$ cat src/replay_pkg.sv
// Packet capture and replay engine shared definitions
// Widths, register map, engine states and the structs passed between blocks

package replay_pkg;

  localparam int DATA_W     = 64;
  localparam int BUF_ADDR_W = 8;
  localparam int BUF_DEPTH  = 1 << BUF_ADDR_W;
  localparam int COUNT_W    = 16;
  localparam int REG_W      = 32;

  // Register map, word addressed
  typedef enum logic [1:0] {
    REG_CTRL      = 2'd0,
    REG_ADDR_HIGH = 2'd1,
    REG_COUNT     = 2'd2,
    REG_STATUS    = 2'd3
  } reg_addr_t;

  typedef enum logic [1:0] {
    ST_IDLE,
    ST_RUN,
    ST_WAIT_LAST
  } replay_state_t;

  // One buffer entry, a stream beat with its end of packet flag
  typedef struct packed {
    logic [DATA_W-1:0] data;
    logic              last;
  } buf_word_t;

  typedef struct packed {
    logic                  sw_rst;
    logic                  start_replay;
    logic [BUF_ADDR_W-1:0] mem_addr_high;
    logic [COUNT_W-1:0]    replay_count;
  } replay_ctrl_t;

  typedef struct packed {
    logic                busy;
    logic [BUF_ADDR_W:0] capture_count;
    logic [COUNT_W-1:0]  passes_done;
  } replay_status_t;

endpackage
$ cat src/replay_engine.sv
// Replay engine
// Streams buffer words 0 to mem_addr_high out on the master stream,
// repeating the pass replay_count times and stalling on back-pressure

`timescale 1ns/1ns

module replay_engine import replay_pkg::*; (
  input  logic                  axi_aclk,
  input  logic                  rst_n,
  input  replay_ctrl_t          ctrl,
  input  logic [BUF_ADDR_W:0]   capture_count,
  input  buf_word_t             rd_word,
  input  logic                  m_axis_tready,
  output logic                  rd_en,
  output logic [BUF_ADDR_W-1:0] rd_addr,
  output logic [DATA_W-1:0]     m_axis_tdata,
  output logic                  m_axis_tlast,
  output logic                  m_axis_tvalid,
  output logic                  busy,
  output logic [COUNT_W-1:0]    passes_done
);

  replay_state_t         state_q;
  logic [BUF_ADDR_W-1:0] addr_q;
  logic [COUNT_W-1:0]    passes_q;
  logic                  out_valid_q;
  logic                  can_accept;
  logic                  issue;
  logic                  pass_end;
  logic                  last_pass;
  logic                  start_ok;

  // RAM output register is the output stage
  assign can_accept = !out_valid_q || m_axis_tready;
  assign issue      = (state_q == ST_RUN) && can_accept;
  assign pass_end   = addr_q == ctrl.mem_addr_high;
  assign last_pass  = COUNT_W'(passes_q + 1'b1) == ctrl.replay_count;

  // Nothing to send when either count is zero
  assign start_ok = ctrl.start_replay && (ctrl.replay_count != '0) &&
                    (capture_count != '0);

  always_ff @(posedge axi_aclk) begin
    if (!rst_n || ctrl.sw_rst) begin
      state_q  <= ST_IDLE;
      addr_q   <= '0;
      passes_q <= '0;
    end else begin
      case (state_q)
        ST_IDLE: begin
          if (start_ok) begin
            state_q  <= ST_RUN;
            addr_q   <= '0;
            passes_q <= '0;
          end
        end
        ST_RUN: begin
          if (issue) begin
            if (pass_end) begin
              addr_q   <= '0;
              passes_q <= passes_q + 1'b1;
              if (last_pass) begin
                state_q <= ST_WAIT_LAST;
              end
            end else begin
              addr_q <= addr_q + 1'b1;
            end
          end
        end
        ST_WAIT_LAST: begin
          // Final word already sits in the output stage
          if (out_valid_q && m_axis_tready) begin
            state_q <= ST_IDLE;
          end
        end
        default: state_q <= ST_IDLE;
      endcase
    end
  end

  // Output stage occupancy
  always_ff @(posedge axi_aclk) begin
    if (!rst_n || ctrl.sw_rst) begin
      out_valid_q <= 1'b0;
    end else if (can_accept) begin
      out_valid_q <= issue;
    end
  end

  assign rd_en         = issue;
  assign rd_addr       = addr_q;
  assign m_axis_tdata  = rd_word.data;
  assign m_axis_tlast  = rd_word.last;
  assign m_axis_tvalid = out_valid_q;
  assign busy          = state_q != ST_IDLE;
  assign passes_done   = passes_q;

endmodule

$ cat config.mk
export PLATFORM = sky130hd
export DESIGN_NAME = replay_engine
export DESIGN_NICKNAME = d
export VERILOG_FILES = /design/src/replay_pkg.sv /design/src/replay_engine.sv
export SDC_FILE = /design/constraint.sdc
export NUM_CORES = 1
export LEC_CHECK = 0
export BUFFER_PORTS_ARGS = -buffer_cell sky130_fd_sc_hd__buf_2
export CAP_MARGIN = 20
export CORE_AREA = 2 2 79 81
export DETAILED_ROUTE_END_ITERATION = 16
export DIE_AREA = 0 0 81 83
export PLACE_DENSITY = 0.86
export SLEW_MARGIN = 20
export SYNTH_ARGS = -nofsm -noshare
export SYNTH_HDL_FRONTEND = slang
export SYNTH_SLANG_ARGS = --single-unit
$ cat constraint.sdc
create_clock -name axi_aclk -period 3.3 [get_ports axi_aclk]
set_clock_uncertainty 0.1 [all_clocks]
set_input_delay 0.495 -clock axi_aclk [delete_from_list [all_inputs] [get_ports axi_aclk]]
set_output_delay 0.495 -clock axi_aclk [all_outputs]
set_load 0.01 [all_outputs]
==> flow_summary.json <==
{
  "start_kind": "flop",
  "async_flop_share": 0,
  "internal_power_mw": 0.4591,
  "fin_crit_ns": 2.853,
  "firstDrtPassIters": 4,
  "status": "complete, no violations",
  "finalHoldViolCount": 0,
  "synth_top_area_cell": "dfxtp_1",
  "die_y_um": 83,
  "timing.fmax_mhz": 350.5,
  "syn_area_sq_mm": 0.002530,
  "finalMaxSlewViolations": 0,
  "floorplan.initialDensity": 0.4350,
  "vias_per_cell": 5.722,
  "tns_ns": 0,
  "fp.coreArea_sq_mm": 0.005816,
  "pin_count": 195,
  "max_stage_delay_ns": 0.72,
  "slowest_stage": "a21oi_1",
  "postCtsSetupBuffers": 0,
  "final_cells": 378,
  "fin_util": 0.4167,
  "p_leak_nw": 0.9488,
  "drtIter0Drc": 192,
  "cts-htree-levels": 1,
  "gr-total-overflow": 0,
  "tightest_slew_ns": 0.7767,
  "ys_seq_elements": 27,
  "cts_tree": "built",
  "cts_buffer_depth": 2,
  "totalWireLength_mm": 6.082,
  "clk_pin_slew_ns": 0.09,
  "hold_slack_ns": 0.4347,
  "reg2reg_to": "passes_done[5]$_SDFFE_PP0P_",
  "rrSetupSlack_ns": 0.45,
  "rsz0062_at_grt": "no",
  "arrival_ns": 2.93,
  "cts-buffers-inserted": 3,
  "ys_top_cells_by_area": "dfxtp_1 21%, buf_4 20%, xnor2_1 6.9%, xor2_1 5.5%, a32o_1 4.0%",
  "place.gp.congestion": 0.9945,
  "layout_commonest_cell": "buf_2",
  "final_cell_mix": "64 x buf_2, 27 x dfxtp_1, 20 x nor2_1, 20 x xnor2_1, 18 x nand2_1",
  "clk_latency_ns": 0.27,
  "ctsResizeCount": 0,
  "die-area_sq_mm": 0.006723,
  "grt_antenna_before_repair": 0,
  "synth_fp_nets": 420,
  "synth_top_area_share": 0.2136,
  "critical_path.cell_chain": "nor2b_1 -> and2_1 -> a41oi_2 -> a21oi_1 -> nand2_1 -> o41ai_1",
  "fin_nets": 409,
  "netlist_instances": 315,
  "timing.rr.start": "state_q[0]$_SDFFE_PP0P_",
  "critPathRequiredTime_ns": 3.38,
  "die_x_um": 81,
  "switching_share": 0.2691,
  "final-seq-area_sq_um": 540.5,
  "cp-startpoint": "state_q[0]$_SDFFE_PP0P_",
  "vias": 2163,
  "critical_path.max_fanout": 12,
  "port_buffers": 64,
  "clock-sinks": 27,
  "power-per-cell-area_mw_per_mm2": 259.2,
  "dp_hpwl_mm": 4.801,
  "root_buffer": "clkbuf_8",
  "cap_violations": 0,
  "r2r.worst_path.cells": 6,
  "syn_to_final_growth_pct": -4.204,
  "met1_usage": 0.2271,
  "multiInputGateArea_sq_mm": 0.001401,
  "synth_cell_types": 50,
  "grt.total_usage": 0.1804,
  "power.share.combinational": 0.175,
  "cp-endpoint": "passes_done[5]$_SDFFE_PP0P_",
  "period_share": 0.8646,
  "crit_path_end_kind": "flop",
  "post_drt_wl_per_cell_um": 16.09,
  "met3_usage": 0.04130,
  "synth_edf_count": 0,
  "met2_usage": 0.2885,
  "relSlewSlack": 0.4822,
  "hold_buffers": 0,
  "path_class": "reg -> reg",
  "placedCellCount": 374,
  "antenna_left": 0,
  "grt_max_degree": 21,
  "avgSynthCellArea_sq_um": 8.032,
  "peakVddDrop_v": 0.0001354,
  "antenna_cells": 0,
  "p_seq_frac": 0.525,
  "p_switching_mw": 0.1690,
  "grt_pass1_vias": 2046,
  "setup_viol": 0,
  "synthFlopType": "dfxtp_1",
  "clockPowerShare": 0.301,
  "grt_pass1_wl_mm": 9.666,
  "std_cell_rows": 28,
  "seq_area_frac_synth": 0.2136,
  "drc": 0,
  "synth_warnings": 0,
  "hold_path.class": "reg -> reg",
  "drive_above_1_share": 0.2607,
  "top_usage_layer": "met2",
  "fillers": 607
}
-- kinds of logic (layout without fill, tap and decap cells) --
| family | Yosys count | count (layout) | share of synthesized area |
|---|---|---|---|
| adder cells (fa/ha/maj) | 2 | 2 | 0.009890 |
| XOR/XNOR | 37 | 37 | 0.1340 |
| multiplexers | 3 | 3 | 0.01187 |
| AO/OA/AOI/OAI | 47 | 47 | 0.1360 |
| buffers and inverters | 85 | 73 | 0.2324 |
| AND/OR/NAND/NOR | 114 | 114 | 0.2621 |
| flip-flops | 27 | 27 | 0.2137 |
-- power by group through the flow --
stage	combinational, mW	clock, mW	sequential [mW]
after CTS	0.109	0.191	0.329
after global placement	0.106	0	0.337
after floorplan	0.149	0	0.337
after detailed placement	0.109	0	0.337
after global routing	0.121	0.203	0.330
final	0.110	0.189	0.329
-- cell usage after synthesis (4+ instances only) --
cell      number
a32o_1        10
a21oi_1       10
xor2_1        16
nand2_1       18
nand3_1       12
nand2b_1       4
buf_2          5
xnor2_1       20
and3_1         4
clkbuf_1       7
nor3_1         9
nor2_1        20
dfxtp_1       27
inv_1          4
buf_4         68
nor4_1        12
nand4_1        8
o21ai_0       10
nor2b_1        4
-- worst min-delay path by stage --
stage	from	to	slack (ns)	depth (start not counted)
detailed placement	state_q[1]$_SDFFE_PP0P_	state_q[1]$_SDFFE_PP0P_	0.42	2
floorplan	state_q[1]$_SDFFE_PP0P_	state_q[1]$_SDFFE_PP0P_	0.39	2
global route	passes_done[15]$_SDFFE_PP0P_	passes_done[15]$_SDFFE_PP0P_	0.48	2
finish	passes_done[15]$_SDFFE_PP0P_	passes_done[15]$_SDFFE_PP0P_	0.43	2
CTS	passes_done[15]$_SDFFE_PP0P_	passes_done[15]$_SDFFE_PP0P_	0.44	2
global placement	state_q[1]$_SDFFE_PP0P_	state_q[1]$_SDFFE_PP0P_	0.41	2
-- per-stage QoR --
stage / setup slack [ns] / power [mW] / instance area [sq um]
after floorplan: 1.175 / 0.4860 / 2530
after global placement: 0.6668 / 0.4427 / 2379
after detailed placement: 0.5372 / 0.4457 / 2379
after CTS: 0.4934 / 0.6297 / 2424
after global routing: 0.2026 / 0.6539 / 2424
final: 0.4467 / 0.6281 / 2424
-- area by class of cell --
cell class,instances,area share
Multi-Input combinational cell,203,0.5782
Sequential cell,27,0.2230
Timing Repair Buffer,65,0.1353
Tap cell,75,0.03872
Clock buffer,4,0.01859
Inverter,4,0.006195
-- metal layers --
metal	wire (um)	share of wire
met3	562	0.092
met4	168	0.028
met1	2506	0.41
met2	2844	0.47
met5	0	0
-- flip-flops by register name, summed over array words and instances, names as in the netlist --
| signal | flops |
|---|---|
| state_q | 2 |
| m_axis_tvalid | 1 |
| rd_addr | 8 |
| passes_done | 16 |
-- worst max-delay path, delay by kind of cell (launching register included) --
kind               cells  cell delay, ns
and+or+nand+nor        3            1.10
AOI/OAI and AO/OA      3            1.19
DFF                    1            0.37
No activity file was read; power rests on OpenSTA's default activity.
