`config.mk`:
```
export PLATFORM = sky130hd
export DESIGN_NAME = replay_regs
export DESIGN_NICKNAME = d
export VERILOG_FILES = /design/src/replay_pkg.sv /design/src/replay_regs.sv
export SDC_FILE = /design/constraint.sdc
export NUM_CORES = 1
export LEC_CHECK = 0
export BUFFER_PORTS_ARGS = -buffer_cell sky130_fd_sc_hd__buf_2
export CAP_MARGIN = 20
export CORE_MARGIN = 5
export CORE_UTILIZATION = 40
export CTS_CLUSTER_SIZE = 16
export DETAILED_ROUTE_END_ITERATION = 10
export GPL_TIMING_DRIVEN = 0
export PLACE_DENSITY = 0.75
export RECOVER_POWER = 25
export SLEW_MARGIN = 40
export SYNTH_ARGS = -nofsm -noshare
export SYNTH_HDL_FRONTEND = slang
export SYNTH_SLANG_ARGS = --single-unit
```
`constraint.sdc`:
```
create_clock -name axi_aclk -period 2.37 [get_ports axi_aclk]
set_clock_uncertainty 0.2 [all_clocks]
set_input_delay 0.1185 -clock axi_aclk [delete_from_list [all_inputs] [get_ports axi_aclk]]
set_output_delay 0.1185 -clock axi_aclk [all_outputs]
set_load 0.02 [all_outputs]
```
`src/replay_pkg.sv`:
```
// Packet capture and replay engine shared definitions
// Widths, register map, engine states and the structs passed between blocks

package replay_pkg;

  localparam int DATA_W     = 64;
  localparam int BUF_ADDR_W = 8;
  localparam int BUF_DEPTH  = 1 << BUF_ADDR_W;
  localparam int COUNT_W    = 16;
  localparam int REG_W      = 32;

  // Register map, word addressed
  typedef enum logic [1:0] {
    REG_CTRL      = 2'd0,
    REG_ADDR_HIGH = 2'd1,
    REG_COUNT     = 2'd2,
    REG_STATUS    = 2'd3
  } reg_addr_t;

  typedef enum logic [1:0] {
    ST_IDLE,
    ST_RUN,
    ST_WAIT_LAST
  } replay_state_t;

  // One buffer entry, a stream beat with its end of packet flag
  typedef struct packed {
    logic [DATA_W-1:0] data;
    logic              last;
  } buf_word_t;

  typedef struct packed {
    logic                  sw_rst;
    logic                  start_replay;
    logic [BUF_ADDR_W-1:0] mem_addr_high;
    logic [COUNT_W-1:0]    replay_count;
  } replay_ctrl_t;

  typedef struct packed {
    logic                busy;
    logic [BUF_ADDR_W:0] capture_count;
    logic [COUNT_W-1:0]  passes_done;
  } replay_status_t;

endpackage
```
`src/replay_regs.sv`:
```
// Register file for the capture and replay engine
// Control word, last buffer address, replay count and read-only status

`timescale 1ns/1ns

module replay_regs import replay_pkg::*; (
  input  logic           axi_aclk,
  input  logic           rst_n,
  input  logic           reg_wr,
  input  logic           reg_rd,
  input  reg_addr_t      reg_addr,
  input  logic [REG_W-1:0] reg_wdata,
  input  replay_status_t status,
  output logic [REG_W-1:0] reg_rdata,
  output logic           reg_rvalid,
  output replay_ctrl_t   ctrl
);

  logic                  sw_rst_q;
  logic                  start_q;
  logic [BUF_ADDR_W-1:0] addr_high_q;
  logic [COUNT_W-1:0]    count_q;

  // Writes land on the sampling edge
  always_ff @(posedge axi_aclk) begin
    if (!rst_n) begin
      sw_rst_q    <= 1'b0;
      start_q     <= 1'b0;
      addr_high_q <= '0;
      count_q     <= '0;
    end else begin
      // Start bit is a one-cycle pulse and never stored
      start_q <= reg_wr && (reg_addr == REG_CTRL) && reg_wdata[1];
      if (reg_wr) begin
        case (reg_addr)
          REG_CTRL:      sw_rst_q    <= reg_wdata[0];
          REG_ADDR_HIGH: addr_high_q <= reg_wdata[BUF_ADDR_W-1:0];
          REG_COUNT:     count_q     <= reg_wdata[COUNT_W-1:0];
          default:       ;
        endcase
      end
    end
  end

  // Read data returned one cycle after the strobe
  always_ff @(posedge axi_aclk) begin
    if (!rst_n) begin
      reg_rvalid <= 1'b0;
      reg_rdata  <= '0;
    end else begin
      reg_rvalid <= reg_rd;
      if (reg_rd) begin
        case (reg_addr)
          REG_CTRL:      reg_rdata <= {{(REG_W-1){1'b0}}, sw_rst_q};
          REG_ADDR_HIGH: reg_rdata <= {{(REG_W-BUF_ADDR_W){1'b0}}, addr_high_q};
          REG_COUNT:     reg_rdata <= {{(REG_W-COUNT_W){1'b0}}, count_q};
          default:       reg_rdata <= {status.passes_done, status.busy, 6'b0,
                                       status.capture_count};
        endcase
      end
    end
  end

  assign ctrl = '{sw_rst: sw_rst_q, start_replay: start_q,
                  mem_addr_high: addr_high_q, replay_count: count_q};

endmodule

```
==> flow_summary.yaml <==
status:
  outcome: "completed"
critical_path:
  cp_top_family: "buffers and inverters"
  reg2reg_slack_ps: 1010
  reg2reg_from: "count_q[14]$_SDFFE_PN0P_"
  max_stage_delay_ps: 580
  crit_arrival_ps: 1890
  reg2reg_to: "count_q[14]$_SDFFE_PN0P_"
  ff2ff_path_depth: 3
  crit_buf_inv: 3
  crit_path_frequent_cell: "clkbuf_1"
  critPathMaxFanout: 10
  crit_type: "input port to flip-flop"
  crit_path_end_kind: "flip-flop"
  crit_chain: "clkbuf_1 > clkbuf_1 > nand3b_4 > nand2_1 > a21boi_0 > dlygate4sd3_1"
  slowest_stage: "clkbuf_1"
  required_ps: 2400
  start_kind: "input port"
cells_and_area:
  layout.nets: 489
  area_delta_synth_final_pct: 49.7
  fillCellCount: 516
  stdcell_count: 505
  diodes: 0
  drive_gt1_frac: 0.302
synth:
  ys_warn_count: 0
  netlist_area_um2: 2480
  syn-num-nets: 332
  avgSynthCellArea_um2: 9.27
  synth_mux_area_frac: 0.0892
  ys_ff_latch: 59
  ys_types: 26
  syn-instance-count: 268
  synth_compound_area_frac: 0.136
  synthSimpleGateAreaFrac: 0.240
  synth_adder_area_share: 0
  synth_top_family_by_area: "simple AND/OR/NAND/NOR gates"
  ys_seq_area_frac: 0.476
  synth_xor_area_frac: 0
timing:
  slew_viol_final: 0
  relSlewSlack: 0.536
  setup_viol: 0
  finalCritPeriodShare: 0.785
  worst_slew_pin_slew_ps: 696
  tns_ps: 0
  rsz0062_at_grt: "false"
  post-route-min-period_ps: 1860
  finalHoldViolations: 0
  fmax_mhz: 538
power:
  p_int_w: 0.00182
  pwr-share-seq: 0.437
  p_leak_nw: 1.71
  switching_power_w: 0.000560
  p_clk_frac: 0.434
  irDropWorstVdd_uv: 451
  powerDensity_nw_per_um2: 640
  pwr-share-comb: 0.129
  swShare: 0.235
global_route:
  grt_max_degree: 11
  grt_pass1_vias: 2465
  antenna_found_initial: 0
  overflow: 0
  grt_first_pass_wirelength_um: 11500
  grt_use_total: 0.195
floorplan:
  initial_core_util: 0.415
  chipWidth_um: 88.8
  dieArea_um2: 7880
  pin_count: 123
  row_count: 28
  coreArea_um2: 5990
  die_h_um: 88.8
route:
  route.detailed.drc: 0
  wl_per_cell_um: 14.2
  drt_iter0_markers: 61
  vias: 2387
  vias_per_cell: 4.73
  ant_nets: 0
  wl_um: 7180
  first_pass_iters: 4
clock_network:
  clk_path_buf_depth: 2
  cts.sinks: 59
  htree_levels: 3
  root_buffer: "clkbuf_8"
  cts_resized: 0
  cts_tree: "built"
  clk_pin_slew_ps: 70
  numCtsBuffers: 9
  insertion_delay_ps: 330
flow_run:
  maxCapViolations: 0
place:
  dp_cells: 448
  dp_hpwl_um: 4940
  gp_congestion: 0.732
  portBuffers: 105
min_path:
  hold_end: "count_q[2]$_SDFFE_PN0P_"
  hp-class: "input port to flip-flop"
  hold_path_depth: 2
  min_from: "rst_n"
==> state kept, by name, summed over array words and instances, names as in the netlist <==
register	flops
start_q	1
addr_high_q	8
sw_rst_q	1
reg_rdata	32
count_q	16
reg_rvalid	1
==> worst register-to-register path: cells and delay by family, from the launching register on <==
kind | cells | cell delay (ps)
and+or+nand+nor | 1 | 50
buffers and inverters | 1 | 560
DFF | 1 | 350
AOI/OAI and AO/OA | 1 | 150
==> worst max-delay path by stage <==
| stage | cells after the start | slack (ps) | endpoint | start |
|---|---|---|---|---|
| after floorplan | 3 | 1050 | reg_rdata[0]$_SDFFE_PN0P_ | addr_high_q[0]$_SDFFE_PN0P_ |
| after global placement | 6 | 1080 | count_q[12]$_SDFFE_PN0P_ | reg_addr[1] |
| after detailed placement | 6 | 1050 | reg_rdata[24]$_SDFFE_PN0P_ | reg_addr[1] |
| after CTS | 4 | 690 | count_q[14]$_SDFFE_PN0P_ | rst_n |
| after global routing | 6 | 360 | count_q[14]$_SDFFE_PN0P_ | reg_addr[1] |
| final | 6 | 510 | count_q[14]$_SDFFE_PN0P_ | reg_addr[1] |
==> cells by family (layout without fill, tap and decap cells) <==
logic type	after synthesis	in the layout
muxes	20	20
and+or+nand+nor	111	111
buffers and inverters	24	186
DFF	59	59
AOI/OAI and AO/OA	54	54
==> synth_stat cells <==
cell type / count / share of area
and2b_2: 1 / 0.0035
a21oi_1: 16 / 0.032
buf_4: 6 / 0.018
a21boi_0: 12 / 0.036
dfxtp_1: 59 / 0.48
nand3b_4: 1 / 0.0081
clkbuf_1: 7 / 0.011
nor3b_2: 1 / 0.0050
nand2b_1: 6 / 0.015
mux2i_1: 12 / 0.048
buf_2: 5 / 0.010
nand3b_1: 1 / 0.0030
o21ai_0: 7 / 0.014
nand2_1: 47 / 0.071
inv_1: 2 / 0.0030
mux4_2: 1 / 0.0091
buf_6: 4 / 0.018
mux2_1: 7 / 0.032
nand3_1: 6 / 0.012
a21boi_1: 10 / 0.030
and3b_1: 1 / 0.0035
and2_1: 3 / 0.0076
o22ai_1: 2 / 0.0050
a31oi_1: 7 / 0.018
nor2b_1: 42 / 0.11
and3_1: 2 / 0.0050
==> final cells by class <==
class | count | area, um2 | share of cell area
Sequential cell | 59 | 1180 | 0.318
Multi-Input combinational cell | 185 | 1150 | 0.309
Timing Repair Buffer | 146 | 927 | 0.249
Clock buffer | 11 | 151 | 0.0407
Buffer | 22 | 133 | 0.0357
Tap cell | 75 | 93.8 | 0.0252
Clock inverter | 5 | 75.1 | 0.0202
Inverter | 2 | 7.51 | 0.00202
==> metrics by stage <==
stage	hold slack (ps)	setup slack, ps	instance area, um2	util	total power (W)
after floorplan	53.4	1050	2480	-	0.00122
after global placement	165	1080	3100	0.518	0.00132
after detailed placement	171	1050	3100	0.518	0.00132
after CTS	0.0274	686	3740	0.624	0.00241
after global routing	20.7	363	3720	0.621	0.00250
final	3.25	510	3720	0.621	0.00238
==> power by group through the flow <==
| stage | Combinational, W | Sequential [W] | Clock, W |
|---|---|---|---|
| 2_1_floorplan | 0.000117 | 0.00110 | 0 |
| 3_3_place_gp | 0.000259 | 0.00106 | 0 |
| 3_5_place_dp | 0.000262 | 0.00106 | 0 |
| 4_1_cts | 0.000314 | 0.00104 | 0.00106 |
| 5_1_grt | 0.000338 | 0.00104 | 0.00112 |
| 6_report | 0.000308 | 0.00104 | 0.00103 |
==> timing repair <==
| action | CTS | global route |
|---|---|---|
| hold endpoints to repair | 55 | 0 |
| hold buffers | 41 | 0 |
| buffers inserted | 0 | 0 |
==> metal layers <==
metal,up-vias,wire [um],global-route usage,share of wire
met5,-,0,0,0
li1,1204,-,-,-
met3,13,535,0.0531,0.075
met1,1087,3010,0.221,0.42
met4,0,131,0.0824,0.018
met2,83,3510,0.341,0.49
==> cell usage in the layout, fill, tap and decap left out, types with 4 or more instances in the layout <==
cell type / count
dlygate4sd3_1: 41
buf_4: 6
a21boi_1: 4
nand2b_1: 6
a21oi_1: 16
nand3_1: 6
dfxtp_1: 59
a31oi_1: 7
clkbuf_8: 11
nand2_1: 47
mux2i_1: 12
o21ai_0: 7
clkbuf_1: 16
a21boi_0: 18
nor2b_1: 42
buf_2: 102
mux2_1: 7
Note: power is estimated with default switching activity, not from simulation.
