==> src/replay_pkg.sv <==
// Packet capture and replay engine shared definitions
// Widths, register map, engine states and the structs passed between blocks

package replay_pkg;

  localparam int DATA_W     = 64;
  localparam int BUF_ADDR_W = 8;
  localparam int BUF_DEPTH  = 1 << BUF_ADDR_W;
  localparam int COUNT_W    = 16;
  localparam int REG_W      = 32;

  // Register map, word addressed
  typedef enum logic [1:0] {
    REG_CTRL      = 2'd0,
    REG_ADDR_HIGH = 2'd1,
    REG_COUNT     = 2'd2,
    REG_STATUS    = 2'd3
  } reg_addr_t;

  typedef enum logic [1:0] {
    ST_IDLE,
    ST_RUN,
    ST_WAIT_LAST
  } replay_state_t;

  // One buffer entry, a stream beat with its end of packet flag
  typedef struct packed {
    logic [DATA_W-1:0] data;
    logic              last;
  } buf_word_t;

  typedef struct packed {
    logic                  sw_rst;
    logic                  start_replay;
    logic [BUF_ADDR_W-1:0] mem_addr_high;
    logic [COUNT_W-1:0]    replay_count;
  } replay_ctrl_t;

  typedef struct packed {
    logic                busy;
    logic [BUF_ADDR_W:0] capture_count;
    logic [COUNT_W-1:0]  passes_done;
  } replay_status_t;

endpackage
==> src/pkt_capture.sv <==
// Packet capture
// Writes accepted slave stream beats into the buffer from address 0 upward

`timescale 1ns/1ns

module pkt_capture import replay_pkg::*; (
  input  logic                  axi_aclk,
  input  logic                  rst_n,
  input  replay_ctrl_t          ctrl,
  input  logic                  busy,
  input  logic [DATA_W-1:0]     s_axis_tdata,
  input  logic                  s_axis_tvalid,
  input  logic                  s_axis_tlast,
  output logic                  s_axis_tready,
  output logic                  wr_en,
  output logic [BUF_ADDR_W-1:0] wr_addr,
  output buf_word_t             wr_word,
  output logic [BUF_ADDR_W:0]   capture_count
);

  logic active_q;
  logic has_room;

  // Comes up the cycle after reset is released
  always_ff @(posedge axi_aclk) begin
    if (!rst_n) begin
      active_q <= 1'b0;
    end else begin
      active_q <= 1'b1;
    end
  end

  assign has_room      = capture_count <= {1'b0, ctrl.mem_addr_high};
  assign s_axis_tready = active_q && !ctrl.sw_rst && !busy && has_room;

  assign wr_en   = s_axis_tvalid && s_axis_tready;
  assign wr_addr = capture_count[BUF_ADDR_W-1:0];
  assign wr_word = '{data: s_axis_tdata, last: s_axis_tlast};

  // Fill level, also the next write address
  always_ff @(posedge axi_aclk) begin
    if (!rst_n || ctrl.sw_rst) begin
      capture_count <= '0;
    end else if (wr_en) begin
      capture_count <= capture_count + 1'b1;
    end
  end

endmodule

==> config.mk <==
export PLATFORM = sky130hd
export DESIGN_NAME = pkt_capture
export DESIGN_NICKNAME = d
export VERILOG_FILES = /design/src/replay_pkg.sv /design/src/pkt_capture.sv
export SDC_FILE = /design/constraint.sdc
export NUM_CORES = 1
export LEC_CHECK = 0
export BUFFER_PORTS_ARGS = -buffer_cell sky130_fd_sc_hd__buf_2
export CAP_MARGIN = 20
export CELL_PAD_IN_SITES_DETAIL_PLACEMENT = 1
export CELL_PAD_IN_SITES_GLOBAL_PLACEMENT = 1
export CORE_MARGIN = 8
export CORE_UTILIZATION = 17
export CTS_BUF_LIST = sky130_fd_sc_hd__clkbuf_8
export DETAILED_ROUTE_END_ITERATION = 10
export GPL_TIMING_DRIVEN = 1
export MAX_ROUTING_LAYER = met4
export PLACE_DENSITY_LB_ADDON = 0.12
export SLEW_MARGIN = 20
export SYNTH_ARGS = -nofsm -noshare
export SYNTH_HDL_FRONTEND = slang
export SYNTH_SLANG_ARGS = --single-unit
==> constraint.sdc <==
create_clock -name axi_aclk -period 1.9 [get_ports axi_aclk]
set_input_delay 0.095 -clock axi_aclk [delete_from_list [all_inputs] [get_ports axi_aclk]]
set_output_delay 0.095 -clock axi_aclk [all_outputs]
set_load 0.05 [all_outputs]
==> impl_metrics.ini, run 1 <==
[synth]
yosysSeqAreaShare_pct = 15.9
synth_area_leaders = buf_4 (44%), dfxtp_1 (16%), ha_1 (8.9%)
synth_warnings = 0
yosysTopAreaCell = buf_4
synthCells = 154
syn_area_per_cell_sq_um = 8.17
syn-num-nets = 258
syn_area_sq_um = 1260
synth.distinct_cells = 34
yosys.area.top_type_share_pct = 43.5
ys_seq_elements = 10

[worst_setup_path]
regToRegSetupSlack_ps = -260
cp_slowest_cell = or4_4
cp.required_ps = 2060
cp_top_family = compound AO/OA/AOI/OAI gates
critPathBufInv = 1
r2r_end = capture_count[3]$_SDFFE_PP0P_
crit_type = reg -> reg
crit_fanout = 7
worstReg2RegStart = capture_count[2]$_SDFFE_PP0P_
worstRegToRegCells = 7
cpPeakStageDelay_ps = 530
startpoint_type = register
path_cells = ha_4 > a211o_1 > a221oi_2 > a211oi_2 > buf_6 > or4_4 > a21oi_2
arrival_ps = 2320
end_kind = register

[timing]
period_share_pct = 114
skew_ps = 5.53
hold_violations = 0
max_slew_margin_pct = 81.6
timing.hold.ws_ps = 190
fin_ws_ps = -259
setup_violations = 11
grt_setup_unrepaired = true
tightest_slew_ps = 274
fin_crit_ps = 2160
setup_tns_ps = -2170
fmaxAchievable_ghz = 0.463
maxSlewViolCount = 0

[route]
wirelength_microns = 3310
drc = 0
via_per_inst = 3.81
wire_per_inst_microns = 14.3
firstDrtPassIters = 4
first_iter_violations = 41
ant_nets = 0
vias = 884

[floorplan]
core_sq_um = 7210
die_area_sq_um = 10400
io_pins = 179
std_cell_rows = 31
die_w_microns = 102
die_h_microns = 102
start_util_pct = 17.4

[clocking]
cts_buffers = 3
tritoncts = built
clockBufferDepth = 2
h-tree-depth = 1
clk_pin_slew_ps = 50
insertion_delay_ps = 240
clock-root-buffer = clkbuf_8
cts_sinks = 10

[worst_hold_path]
worstHoldStart = s_axis_tlast
hold_path_end = wr_word[0]
hold_path.class = in -> out
whs_path_depth = 0

[finish]
most-common-layout-cells = buf_2 (29), buf_4 (14), inv_1 (11)
drive_gt1_share_pct = 61.7
fin_nets = 238
diodes = 0
layout_commonest_cell = buf_2
area_growth_pct = 5.27

[placed_design]
place_congestion = 0.674
hpwl_microns = 2730
portBuffers = 31

[pwr]
vdd_ir_drop_max_mv = 0.179
p_leak_nw = 0.593
power.density_nw_per_um2 = 376

[grt]
grt_max_degree = 9
antenna_found_initial = 0
grt_pass1_vias = 942
gr-usage-all-layers_pct = 6.60
overflow = 0
grt_pass1_wl_microns = 5070

[run_status]
failed_checks = setup timing
status = complete, but fails checks

[job]
cap_violations = 0
[power by group]
group | internal, mW | total (mW) | switching (mW)
sequential | 0.202 | 0.202 | 0.000325
combinational | 0.0345 | 0.0700 | 0.0355
clock | 0.142 | 0.227 | 0.0851
[stage by stage]
| stage | util [%] | cells | worst slack, ps | power (mW) | area (sq um) |
|---|---|---|---|---|---|
| 6_report | 18.4 | 232 | -259 | 0.499 | 1330 |
| 5_1_grt | 18.4 | 232 | -339 | 0.531 | 1330 |
| 4_1_cts | 17.9 | 232 | -259 | 0.511 | 1290 |
| 3_5_place_dp | 16.4 | 225 | -234 | 0.269 | 1190 |
| 3_3_place_gp | 16.4 | 225 | -277 | 0.269 | 1190 |
| 2_1_floorplan | - | 154 | -158 | 0.612 | 1350 |
[how the worst max path moves through the flow]
| stage | slack (ps) | start | cells after the start | endpoint |
|---|---|---|---|---|
| after floorplan | -160 | capture_count[2]$_SDFFE_PP0P_ | 7 | capture_count[1]$_SDFFE_PP0P_ |
| after global placement | -280 | capture_count[2]$_SDFFE_PP0P_ | 7 | capture_count[6]$_SDFFE_PP0P_ |
| after detailed placement | -230 | capture_count[3]$_SDFFE_PP0P_ | 7 | capture_count[3]$_SDFFE_PP0P_ |
| after CTS | -260 | capture_count[2]$_SDFFE_PP0P_ | 7 | capture_count[3]$_SDFFE_PP0P_ |
| after global routing | -340 | capture_count[2]$_SDFFE_PP0P_ | 7 | capture_count[7]$_SDFFE_PP0P_ |
| final | -260 | capture_count[2]$_SDFFE_PP0P_ | 7 | capture_count[3]$_SDFFE_PP0P_ |
[timing repair]
item / in CTS / in global routing
gates cloned: 1 / 0
hold endpoints to repair: 1 / 0
hold buffers: 1 / 0
setup buffers: 1 / 0
resized for setup: 10 / 9
setup endpoints to repair: 9 / 11
pin swaps: 3 / 5
[registers in the layout (all words and copies together), names as in the netlist]
signal / count
active_q: 1
capture_count: 9
[synth_stat cells]
master	number
buf_4	73
dfxtp_1	10
inv_1	10
ha_1	9
nand2_1	7
a21oi_1	6
or4_1	6
o31ai_1	5
nand3_1	2
nor2b_1	2
a2111oi_2	1
a211o_1	1
a211oi_1	1
a211oi_2	1
a21o_1	1
a21o_2	1
a221oi_1	1
and3_1	1
and3_2	1
and3_4	1
and4_2	1
and4b_4	1
buf_6	1
clkinv_1	1
mux2i_1	1
nand4_1	1
nor2_1	1
nor3b_1	1
nor4_1	1
o21a_1	1
o21ai_0	1
o21ai_1	1
or2b_2	1
or3_1	1
[metal layers]
layer	vias up	wire, microns	track usage (%)
li1	409	-	-
met1	406	1330	6.81
met2	53	1550	10.3
met3	16	374	3.81
met4	0	58	2.14
met5	-	0	-
[layout make-up]
class	count	area, sq um
clock buffer	3	41.3
inverter	11	41.3
sequential	10	229
timing repair buffer	49	320
clock inverter	1	3.75
tap	99	124
multi-input combinational	59	566
fill	877	5890
[cell families (layout without fill, tap and decap cells)]
group	Yosys count	count (layout)	share of synthesized area (%)
AO/OA/AOI/OAI	21	21	12.2
adder cells (fa/ha/maj)	9	9	8.95
buffers and inverters	85	64	47.7
flip-flops	10	10	15.9
multiplexers	1	1	0.795
AND/OR/NAND/NOR	28	28	14.4
(Power assumes the default switching activity.)
==> run 2, diff against run 1 <==
--- a/config.mk
+++ b/config.mk
@@ -10,12 +10,12 @@
 export CELL_PAD_IN_SITES_DETAIL_PLACEMENT = 1
 export CELL_PAD_IN_SITES_GLOBAL_PLACEMENT = 1
 export CORE_MARGIN = 8
-export CORE_UTILIZATION = 17
+export CORE_UTILIZATION = 19
 export CTS_BUF_LIST = sky130_fd_sc_hd__clkbuf_8
 export DETAILED_ROUTE_END_ITERATION = 10
 export GPL_TIMING_DRIVEN = 1
 export MAX_ROUTING_LAYER = met4
-export PLACE_DENSITY_LB_ADDON = 0.12
+export PLACE_DENSITY = 0.89
 export SLEW_MARGIN = 20
 export SYNTH_ARGS = -nofsm -noshare
 export SYNTH_HDL_FRONTEND = slang
==> constraint.sdc (replaced) <==
create_clock -name axi_aclk -period 2 [get_ports axi_aclk]
set_input_delay 0.1 -clock axi_aclk [delete_from_list [all_inputs] [get_ports axi_aclk]]
set_output_delay 0.1 -clock axi_aclk [all_outputs]
set_load 0.05 [all_outputs]
==> impl_metrics.ini, run 2 (same netlist as run 1, synthesis figures left out) <==
[run_status]
status = complete, but fails checks
failed_checks = setup timing

[worst_setup_path]
crit_type = reg -> reg
startpoint_type = register
crit_fanout = 5
arrival_ps = 2390
end_kind = register
cp.required_ps = 2170

[timing]
fmaxAchievable_ghz = 0.451
fin_ws_ps = -218
setup_violations = 9
skew_ps = 7.68
tightest_slew_ps = 442
hold_violations = 0
grt_setup_unrepaired = true
fin_crit_ps = 2220
setup_tns_ps = -1460
max_slew_margin_pct = 70.4
period_share_pct = 111
maxSlewViolCount = 0

[grt]
grt_pass1_vias = 1022
gr-usage-all-layers_pct = 7.08
grt_max_degree = 9
overflow = 0
grt_pass1_wl_microns = 5260
antenna_found_initial = 0

[clocking]
cts_sinks = 10
insertion_delay_ps = 250
tritoncts = built
cts_buffers = 3
clock-root-buffer = clkbuf_8
h-tree-depth = 1
clockBufferDepth = 2
clk_pin_slew_ps = 50

[route]
vias = 935
wirelength_microns = 3530
routed-wl-met3_microns = 411
routedLengthMet1_microns = 1210
firstDrtPassIters = 4
ant_nets = 0
wire_per_inst_microns = 16.4
drc = 0
met2_length_microns = 1750
top_layer_used = met4
via_per_inst = 4.35
first_iter_violations = 21

[floorplan]
start_util_pct = 19.7
core_sq_um = 6390
std_cell_rows = 29
io_pins = 179
die_area_sq_um = 9480
die_h_microns = 97.4
die_w_microns = 97.4

[finish]
fin_nets = 243
drive_gt1_share_pct = 62.3
largest_reg_flops = 9
diodes = 0
area_growth_pct = 7.65
final_cell_count_no_fill = 215
reg_top3 = capture_count: 9 flops, active_q: 1 flops
layout_commonest_cell = buf_2
largest_register = capture_count
most-common-layout-cells = buf_2 (29), buf_4 (20), inv_1 (11)

[job]
cap_violations = 0

[pwr]
comb_power_share_pct = 14.9
p_leak_nw = 0.616
power.density_nw_per_um2 = 360
vdd_ir_drop_max_mv = 0.133
internal-power_uw = 361
power_switching_share_pct = 25.9
seqPwrFrac_pct = 39.4
pwr-share-clk_pct = 45.7
switchingPower_uw = 126

[placed_design]
dp_slack_ps = -374
portBuffers = 31
place_congestion = 0.707
dp.cells = 198
hpwl_microns = 2640

[worst_hold_path]
hold_path.class = in -> out
-- run 2: layout make-up --
cell class                 count  area [sq um]
clock buffer                   3          41.3
timing repair buffer          53           347
tap                           77          96.3
sequential                    10           229
multi-input combinational     60           597
inverter                      11          41.3
fill                         754          5030
clock inverter                 1          3.75
-- run 2: power groups by stage --
| stage | logic (mW) | clock network (mW) | registers (mW) |
|---|---|---|---|
| finish | 0.0726 | 0.223 | 0.192 |
| CTS | 0.0691 | 0.235 | 0.192 |
| detailed placement | 0.0583 | 0 | 0.196 |
| global placement | 0.0558 | 0 | 0.196 |
| floorplan | 0.384 | 0 | 0.197 |
| global route | 0.0798 | 0.246 | 0.192 |
-- run 2: final timing paths --
check | slack, ps | start | to | cells past startpoint
hold / removal | 200 | s_axis_tdata[25] | wr_word[26] | 0
setup / recovery | -220 | capture_count[2]$_SDFFE_PP0P_ | capture_count[4]$_SDFFE_PP0P_ | 7
setup reg to reg | -220 | capture_count[2]$_SDFFE_PP0P_ | capture_count[4]$_SDFFE_PP0P_ | 7
hold reg to reg | 600 | capture_count[0]$_SDFFE_PP0P_ | capture_count[0]$_SDFFE_PP0P_ | 3
-- run 2: routing by layer --
layer  track usage, %  vias to the layer above
met1             6.20                      441
met4             4.20                        0
li1                 -                      418
met5                -                        -
met3             3.84                       27
met2             11.8                       49
-- run 2: worst max-delay path: stages (launching register included) --
cell and delay (ps):
dfxtp_4 350, ha_4 210, a211o_1 330, a221oi_4 330, a211oi_4 140, buf_4 160, or4_4 480, a21oi_2 140
-- run 2: timing repair --
action                     in CTS  in global routing
resized for setup              12                  7
hold buffers                    1                  0
hold endpoints to repair        1                  0
setup endpoints to repair      11                 11
cloned                          1                  0
setup buffers                   8                  3
pin swaps                       5                  6
-- run 2: through the flow --
| stage | hold slack [ps] | instance area, sq um | power (mW) | utilization [%] |
|---|---|---|---|---|
| floorplan | 128 | 1350 | 0.581 | - |
| detailed placement | 200 | 1120 | 0.254 | 17.6 |
| finish | 200 | 1360 | 0.487 | 21.2 |
| global route | 200 | 1360 | 0.518 | 21.2 |
| CTS | 200 | 1310 | 0.496 | 20.5 |
| global placement | 200 | 1120 | 0.252 | 17.6 |
